### src/hdl/fetch_params.svh
`ifndef FETCH_PARAMS_SVH
`define FETCH_PARAMS_SVH

// warps and threads per warp.
`define FETCH_NUM_WARPS   4
`define FETCH_NUM_THREADS 4

// outstanding fetches held in the tag queue.
`define FETCH_ICREQ_SIZE  4

// direct-mapped icache geometry, in 32-bit words.
`define FETCH_LINE_WORDS  4
`define FETCH_NUM_LINES   8

// cycles from an accepted miss to its response.
`define FETCH_MISS_DELAY  5

`endif

### src/hdl/fetch_pkg.sv
`include "fetch_params.svh"

package fetch_pkg;

    typedef logic [$clog2(`FETCH_NUM_WARPS)-1:0]  warp_t;  // warp number.
    typedef logic [`FETCH_NUM_THREADS-1:0]        tmask_t; // one bit per thread.
    typedef logic [31:0]                          pc_t;    // byte address.
    typedef logic [31:0]                          instr_t;
    typedef logic [$clog2(`FETCH_ICREQ_SIZE)-1:0] tag_t;   // tag queue slot.

    // metadata parked in the tag queue while the read is in flight
    typedef struct packed {
        pc_t    pc;
        warp_t  warp;
        tmask_t tmask;
    } fetch_meta_t;

endpackage

### src/hdl/fetch_top.sv
`timescale 1ns/1ps

module fetch_top (
    input  logic                 clk,
    input  logic                 reset,
    input  logic                 fetch_valid,
    input  fetch_pkg::warp_t     fetch_warp,
    input  fetch_pkg::pc_t       fetch_pc,
    input  fetch_pkg::tmask_t    fetch_tmask,
    input  logic                 freeze,
    output logic                 stall,
    output logic                 out_valid,
    output fetch_pkg::warp_t     out_warp,
    output fetch_pkg::pc_t       out_pc,
    output fetch_pkg::tmask_t    out_tmask,
    output fetch_pkg::instr_t    out_instr,
    output logic                 out_response
);

    logic                              req_valid, req_ready;
    logic [$bits(fetch_pkg::pc_t)-3:0] req_addr;   // word address.
    fetch_pkg::tag_t                   req_tag;
    logic                              rsp_valid, rsp_ready;
    fetch_pkg::tag_t                   rsp_tag;
    fetch_pkg::instr_t                 rsp_data;

    icache_stage stage0 (
        .clk (clk), .reset (reset),
        .fetch_valid (fetch_valid), .fetch_warp (fetch_warp),
        .fetch_pc (fetch_pc), .fetch_tmask (fetch_tmask),
        .freeze (freeze), .stall (stall),
        .req_valid (req_valid), .req_addr (req_addr), .req_tag (req_tag),
        .req_ready (req_ready),
        .rsp_valid (rsp_valid), .rsp_tag (rsp_tag), .rsp_data (rsp_data),
        .rsp_ready (rsp_ready),
        .out_valid (out_valid), .out_warp (out_warp), .out_pc (out_pc),
        .out_tmask (out_tmask), .out_instr (out_instr), .out_response (out_response)
    );

    inst_mem imem0 (
        .clk (clk), .reset (reset),
        .req_valid (req_valid), .req_addr (req_addr), .req_tag (req_tag),
        .req_ready (req_ready),
        .rsp_valid (rsp_valid), .rsp_tag (rsp_tag), .rsp_data (rsp_data),
        .rsp_ready (rsp_ready)
    );

endmodule

### src/hdl/icache_stage.sv
`timescale 1ns/1ps
`include "fetch_params.svh"

module icache_stage (
    input  logic                              clk,
    input  logic                              reset,
    input  logic                              fetch_valid,
    input  fetch_pkg::warp_t                  fetch_warp,
    input  fetch_pkg::pc_t                    fetch_pc,
    input  fetch_pkg::tmask_t                 fetch_tmask,
    input  logic                              freeze,
    output logic                              stall,
    output logic                              req_valid,
    output logic [$bits(fetch_pkg::pc_t)-3:0] req_addr,
    output fetch_pkg::tag_t                   req_tag,
    input  logic                              req_ready,
    input  logic                              rsp_valid,
    input  fetch_pkg::tag_t                   rsp_tag,
    input  fetch_pkg::instr_t                 rsp_data,
    output logic                              rsp_ready,
    output logic                              out_valid,
    output fetch_pkg::warp_t                  out_warp,
    output fetch_pkg::pc_t                    out_pc,
    output fetch_pkg::tmask_t                 out_tmask,
    output fetch_pkg::instr_t                 out_instr,
    output logic                              out_response
);

    logic                   valid_inst;
    logic                   q_push, q_pop, q_full, q_empty;
    fetch_pkg::tag_t        q_write_addr;
    fetch_pkg::fetch_meta_t q_write_data;
    fetch_pkg::fetch_meta_t rd_meta;
    fetch_pkg::tag_t        rd_slot;

    assign valid_inst = fetch_valid && (|fetch_tmask);  // empty mask is dropped.

    assign req_valid = valid_inst && !q_full;
    assign req_addr  = fetch_pc[$bits(fetch_pkg::pc_t)-1:2];
    assign req_tag   = q_write_addr;
    assign stall     = q_full || !req_ready;

    assign q_write_data.pc    = fetch_pc;
    assign q_write_data.warp  = fetch_warp;
    assign q_write_data.tmask = fetch_tmask;

    assign q_push    = req_valid && req_ready;
    assign rsp_ready = !freeze;
    assign q_pop     = rsp_valid && rsp_ready;

    indexable_queue #(
        .payload_t (fetch_pkg::fetch_meta_t),
        .SIZE      (`FETCH_ICREQ_SIZE)
    ) tag_queue (
        .clk        (clk),
        .reset      (reset),
        .push       (q_push),
        .write_data (q_write_data),
        .write_addr (q_write_addr),
        .full       (q_full),
        .pop        (q_pop),
        .read_addr  (rsp_tag),
        .read_data  ({rd_slot, rd_meta}),
        .empty      (q_empty)
    );

    // join response and metadata by tag
    assign out_valid    = q_pop;
    assign out_response = q_pop;
    assign out_pc       = rd_meta.pc;
    assign out_warp     = rd_meta.warp;
    assign out_tmask    = q_pop ? rd_meta.tmask : '0;
    assign out_instr    = rsp_data;

    a_tag_matches_slot: assert property (
        @(posedge clk) disable iff (reset) q_pop |-> (rd_slot == rsp_tag)
    );

    // a response needs something in flight
    a_rsp_has_entry: assert property (
        @(posedge clk) disable iff (reset) rsp_valid |-> !q_empty
    );

endmodule

### src/hdl/indexable_queue.sv
`timescale 1ns/1ps

module indexable_queue #(
    parameter type payload_t = logic,
    parameter int  SIZE      = 4,
    localparam int IDX_W     = (SIZE > 1) ? $clog2(SIZE) : 1
) (
    input  logic                             clk,
    input  logic                             reset,
    input  logic                             push,
    input  payload_t                         write_data,
    output logic [IDX_W-1:0]                 write_addr,
    output logic                             full,
    input  logic                             pop,
    input  logic [IDX_W-1:0]                 read_addr,
    output logic [IDX_W+$bits(payload_t)-1:0] read_data,
    output logic                             empty
);

    logic [SIZE-1:0]  valid_q;
    payload_t         data_q [SIZE];
    logic [IDX_W-1:0] slot_q [SIZE];       // index recorded at push.

    // lowest free slot wins
    always_comb begin
        write_addr = '0;
        for (int i = SIZE - 1; i >= 0; i--) begin
            if (!valid_q[i]) begin
                write_addr = IDX_W'(i);
            end
        end
    end

    assign full  = &valid_q;
    assign empty = ~|valid_q;

    assign read_data = {slot_q[read_addr], data_q[read_addr]}; // check field on top.

    always_ff @(posedge clk) begin
        if (reset) begin
            valid_q <= '0;
        end else begin
            if (push) begin
                valid_q[write_addr] <= 1'b1;
            end
            if (pop) begin
                valid_q[read_addr] <= 1'b0;  // never the slot being pushed.
            end
        end
    end

    always_ff @(posedge clk) begin
        if (push) begin
            data_q[write_addr] <= write_data;
            slot_q[write_addr] <= write_addr;
        end
    end

    a_push_not_full: assert property (
        @(posedge clk) disable iff (reset) push |-> !full
    );

    a_pop_valid_slot: assert property (
        @(posedge clk) disable iff (reset) pop |-> valid_q[read_addr]
    );

endmodule

### src/hdl/inst_mem.sv
`timescale 1ns/1ps
`include "fetch_params.svh"

module inst_mem (
    input  logic                               clk,
    input  logic                               reset,
    input  logic                               req_valid,
    input  logic [$bits(fetch_pkg::pc_t)-3:0]  req_addr,
    input  fetch_pkg::tag_t                    req_tag,
    output logic                               req_ready,
    output logic                               rsp_valid,
    output fetch_pkg::tag_t                    rsp_tag,
    output fetch_pkg::instr_t                  rsp_data,
    input  logic                               rsp_ready
);

    localparam int ADDR_W = $bits(fetch_pkg::pc_t) - 2;
    localparam int OFF_W  = $clog2(`FETCH_LINE_WORDS);
    localparam int IDX_W  = $clog2(`FETCH_NUM_LINES);
    localparam int TAG_W  = ADDR_W - OFF_W - IDX_W;
    localparam int CNT_W  = $clog2(`FETCH_MISS_DELAY + 1);

    // rom rule: halves swapped, then xor
    function automatic fetch_pkg::instr_t rom_word(input logic [ADDR_W-1:0] a);
        logic [31:0] w;
        w = 32'(a);
        return {w[15:0], w[31:16]} ^ 32'h5a5a_0000;
    endfunction

    logic [`FETCH_NUM_LINES-1:0] line_valid;
    logic [TAG_W-1:0]            tag_arr [`FETCH_NUM_LINES];

    logic                  miss_busy;
    logic [CNT_W-1:0]      miss_cnt;
    logic [ADDR_W-1:0]     miss_addr_q;
    fetch_pkg::tag_t       miss_tag_q;

    logic [IDX_W-1:0] req_idx, miss_idx;
    logic             hit, rsp_free, miss_done, accept, hit_load, miss_start, miss_load;

    assign req_idx  = req_addr[OFF_W +: IDX_W];
    assign miss_idx = miss_addr_q[OFF_W +: IDX_W];
    assign hit      = line_valid[req_idx] && (tag_arr[req_idx] == req_addr[ADDR_W-1 -: TAG_W]);

    assign rsp_free  = !rsp_valid || rsp_ready;   // register empty after this edge.
    assign miss_done = miss_busy && (miss_cnt == CNT_W'(1));
    assign req_ready = rsp_free && !miss_done && !(!hit && miss_busy);

    assign accept     = req_valid && req_ready;
    assign hit_load   = accept && hit;
    assign miss_start = accept && !hit;
    assign miss_load  = miss_done && rsp_free;     // finished miss goes first.

    always_ff @(posedge clk) begin
        if (reset) begin
            miss_busy  <= 1'b0;
            miss_cnt   <= '0;
            line_valid <= '0;
            rsp_valid  <= 1'b0;
        end else begin
            if (miss_start) begin
                miss_busy <= 1'b1;
                miss_cnt  <= CNT_W'(`FETCH_MISS_DELAY - 1);
            end else if (miss_load) begin
                miss_busy            <= 1'b0;
                miss_cnt             <= '0;
                line_valid[miss_idx] <= 1'b1;  // refill done.
            end else if (miss_busy && miss_cnt > CNT_W'(1)) begin
                miss_cnt <= miss_cnt - 1'b1;
            end
            if (miss_load || hit_load) begin
                rsp_valid <= 1'b1;
            end else if (rsp_ready) begin
                rsp_valid <= 1'b0;
            end
        end
    end

    always_ff @(posedge clk) begin
        if (miss_start) begin
            miss_addr_q <= req_addr;
            miss_tag_q  <= req_tag;
        end
        if (miss_load) begin
            tag_arr[miss_idx] <= miss_addr_q[ADDR_W-1 -: TAG_W];
            rsp_tag           <= miss_tag_q;
            rsp_data          <= rom_word(miss_addr_q);
        end else if (hit_load) begin
            rsp_tag  <= req_tag;
            rsp_data <= rom_word(req_addr);
        end
    end

    // held response must survive until taken
    a_rsp_held: assert property (
        @(posedge clk) disable iff (reset)
        (rsp_valid && !rsp_ready) |=> (rsp_valid && $stable(rsp_tag) && $stable(rsp_data))
    );

endmodule

### config.mk
export PLATFORM = sky130hd
export DESIGN_NAME = fetch_top
export DESIGN_NICKNAME = d
export VERILOG_FILES = /design/src/hdl/fetch_pkg.sv /design/src/hdl/fetch_top.sv /design/src/hdl/icache_stage.sv /design/src/hdl/indexable_queue.sv /design/src/hdl/inst_mem.sv
export VERILOG_INCLUDE_DIRS = /design/src /design/src/hdl
export SDC_FILE = /design/constraint.sdc
export NUM_CORES = 1
export LEC_CHECK = 0
export BUFFER_PORTS_ARGS = -buffer_cell sky130_fd_sc_hd__buf_2
export CAP_MARGIN = 10
export CORE_MARGIN = 2
export CORE_UTILIZATION = 57
export CTS_CLUSTER_DIAMETER = 120
export DETAILED_ROUTE_END_ITERATION = 7
export PLACE_DENSITY = 0.76
export SLEW_MARGIN = 20
export SYNTH_ARGS = -nofsm -noshare
export SYNTH_HDL_FRONTEND = slang
export SYNTH_SLANG_ARGS = --single-unit
### constraint.sdc
create_clock -name clk -period 8.67 [get_ports clk]
set_clock_uncertainty 0.05 [all_clocks]
set_input_delay 1.734 -clock clk [delete_from_list [all_inputs] [get_ports clk]]
set_output_delay 1.734 -clock clk [all_outputs]
set_load 0.02 [all_outputs]
==> implementation parameters <==
Parameter                              Value

Outcome
  Run status ... finished clean

CTS
  Number of setup buffers added after CTS ... 0
  Clock-pin slew on the worst setup and hold paths ... 0.06 ns
  Number of levels in the clock H-tree ... 2
  Clock tree buffer depth ... 3
  # clock sinks ... roughly 440
  TritonCTS clock tree ... built
  Number of clock buffers inserted by TritonCTS ... 41
  Cell at the root of the clock tree ... sky130_fd_sc_hd__clkbuf_16
  Clock latency at the later pin of the worst-skew pair ... about 0.53 ns
  Post_cts resized ... 0
  Hold buffers post-CTS ... 0

Synthesis
  Post-synthesis cell area ... about 17000 um2
  Cell types occupying the most area after synthesis ... sky130_fd_sc_hd__edfxtp_1, sky130_fd_sc_hd__mux4_2, sky130_fd_sc_hd__mux2i_1
  Syn_area_per_cell ... 19.92 um2
  Flop and latch count out of synthesis ... 435
  Top cells by count, synth ... sky130_fd_sc_hd__edfxtp_1, sky130_fd_sc_hd__mux4_2, sky130_fd_sc_hd__nand2_1, sky130_fd_sc_hd__mux2i_1
  Most frequently used flop master after synthesis ... sky130_fd_sc_hd__edfxtp_1
  Post-synth EDFFs ... 416
  Yosys top cell by area ... sky130_fd_sc_hd__edfxtp_1
  Warnings, synthesis ... 0
  Number of cells produced by synthesis ... 839
  Post-synth top area share ... roughly 75%
  Count of cell types in the netlist ... 46
  Sequential-to-total area share from yosys stat ... 77.03%
  Most common cell in the synthesized netlist ... sky130_fd_sc_hd__edfxtp_1
  Fraction of registers with async set/reset ... 0%

Worst setup path
  Worst endpoint required time ... 6.89 ns
  Critical Path Fanout Max ... between 40 and 50
  Worst Path Arrival ... ~5.1 ns
  Type of element capturing the critical path ... output pin
  Setup CP Type ... in2out
  Setup slack of the most critical reg-to-reg path ... 4.72 ns
  Cell depth of the worst flop-to-flop path ... 8
  Critical Path Source Type ... input pin

Hold path
  Hold WC Path Type ... reg2reg
  Count of cells along the worst hold path ... 2

Die
  Total die area ... 30700 um2
  Initial cell density of the core ... 58.06%
  # rows ... 62
  Width of the chip ... 175.2 um
  Chip height ... 175.2 um
  Count of boundary I/O pins ... between 100 and 150
  Core outline area ... 28780 um2

STA
  Setup tns final ... 0 ns
  Least setup slack across all paths after layout ... 1.758 ns
  Setup repair after global routing missed its margin ... no
  Actual slew at the worst max-slew pin ... 1.171 ns
  Number of endpoints with negative hold slack in the final report ... 0
  Slew HR ... a little over a fifth
  Highest achievable clock rate ... 144.7 MHz
  Final number of max-transition violations ... 0
  Final clock period utilization by the worst path ... 79.73%
  Final min period ... 6.912 ns
  Final setup violation count ... 0

Detailed routing
  Vias per cell ... 6.087
  DRT iter0 DRCs ... 954
  Routed via count ... 8491
  Wire length reported by the detailed router ... 35.43 mm
  DRC errors left ... 0
  Drt wl/cell ... 25.40 um
  Drt first pass iters ... 5
  Post-DRT Antenna Nets ... 0

Layout
  Proportion of layout cells with a drive suffix above 1 ... 29.48%
  Area Overhead vs Synth ... 14.33%
  Total inserted antenna cells ... 0
  Nets ... 1025

Global route
  GRT Total Usage ... a little under a quarter
  Aggregate global routing overflow ... 0
  Pin count of the biggest net entering global routing ... 46
  Number of antenna violations at the first check in global routing ... 0
  Via count of the first global-routing pass ... roughly 8700
  Global-route wire length before repair ... 53.53 mm

Placed design
  Routability-driven placement congestion ratio ... 0.8290
  Setup slack at placement ... 1.843 ns
  Port Buf Inserts ... 112
  DP Wirelength ... 20.95 mm

Power and ir drop
  Power per Cell Area ... 226.8 nW/um2
  Leakage power of the design ... roughly 6.5 nW
  Peak ir drop on the vdd network ... about 0.00012 V
  Final total power ... 4.334 mW

Run
  Maxcap violations ... 0
final timing paths:
path,end,startpoint
setup reg to reg,imem0.rsp_data[4],imem0.tag_arr[7][2]
hold / removal,imem0.line_valid[2],imem0.line_valid[2]
hold reg to reg,imem0.line_valid[2],imem0.line_valid[2]
setup / recovery,stall,fetch_pc[4]
cell families (layout without fill, tap and decap cells):
kind of cell | count (synthesis) | count (layout) | share of synthesized area, %
adder cells (fa/ha/maj) | 2 | 2 | 0.1497
AND/OR/NAND/NOR | 164 | 164 | 4.627
AO/OA/AOI/OAI | 45 | 45 | 1.767
XOR/XNOR | 22 | 22 | 1.153
multiplexers | 127 | 127 | 13.98
flip-flops | 435 | 435 | 77.03
buffers and inverters | 43 | 214 | 1.265
other | 1 | 2 | 0.02244
layout make-up:
| cell class | count | area, um2 |
|---|---|---|
| clock buffer | 49 | 1056 |
| clock inverter | 24 | 237.7 |
| fill | 1793 | 9676 |
| inverter | 6 | 22.52 |
| multi-input combinational | 362 | 3695 |
| sequential | 435 | 12870 |
| tap | 384 | 480.5 |
| timing repair buffer | 135 | 738.2 |
critical path, stage by stage:
cell	delay (ns)
sky130_fd_sc_hd__buf_4	0.60
sky130_fd_sc_hd__buf_4	0.40
sky130_fd_sc_hd__mux4_2	0.54
sky130_fd_sc_hd__mux2i_1	0.23
sky130_fd_sc_hd__xor2_1	0.31
sky130_fd_sc_hd__o2111ai_1	0.18
sky130_fd_sc_hd__nor4_1	0.22
sky130_fd_sc_hd__a21boi_1	0.33
sky130_fd_sc_hd__or2_2	0.38
sky130_fd_sc_hd__buf_2	0.16
state kept, by name (all words and copies together), names as in the netlist, 3 cells and up, named ones only:
register	flops
imem0.tag_arr	200
stage0.tag_queue.data_q	152
imem0.miss_addr_q	30
imem0.rsp_data	30
imem0.line_valid	8
stage0.tag_queue.valid_q	4
imem0.miss_cnt	3
cell usage in the layout, fill, tap and decap left out, types with 13 or more instances in the layout:
master / count
sky130_fd_sc_hd__dfxtp_1: 17
sky130_fd_sc_hd__buf_4: 25
sky130_fd_sc_hd__clkbuf_16: 41
sky130_fd_sc_hd__edfxtp_1: 416
sky130_fd_sc_hd__a21oi_1: 13
sky130_fd_sc_hd__nand2_1: 84
sky130_fd_sc_hd__buf_2: 110
sky130_fd_sc_hd__mux2i_1: 41
sky130_fd_sc_hd__xor2_1: 22
sky130_fd_sc_hd__nor2_1: 21
sky130_fd_sc_hd__mux4_2: 84
power breakdown:
| part | switching [mW] | leakage [nW] | internal [mW] |
|---|---|---|---|
| logic | 0.134 | 1.91 | 0.0763 |
| clock network | 0.726 | 0.633 | 1.02 |
| registers | 0.0310 | 3.93 | 2.35 |
per-stage QoR:
step           util (%)  hold WS [ns]  area (um2)  std cells
2_1_floorplan         -        0.3848       16710        840
3_3_place_gp      61.88        0.3961       17810       1322
3_5_place_dp      61.88        0.4049       17810       1322
4_1_cts           66.37        0.4190       19100       1395
5_1_grt           66.38        0.4489       19100       1395
6_report          66.38        0.4163       19100       1395
routing by layer:
| metal | routed length, um | vias up | track usage [%] | part of all wire [%] |
|---|---|---|---|---|
| li1 | - | 3661 | - | - |
| met4 | 618 | 0 | 5.938 | 1.7 |
| met1 | 14060 | 4397 | 32.33 | 40 |
| met5 | 0 | - | 0 | 0 |
| met2 | 17970 | 384 | 39.99 | 51 |
| met3 | 2785 | 49 | 4.352 | 7.9 |
Note: power is estimated with default switching activity, not from simulation.
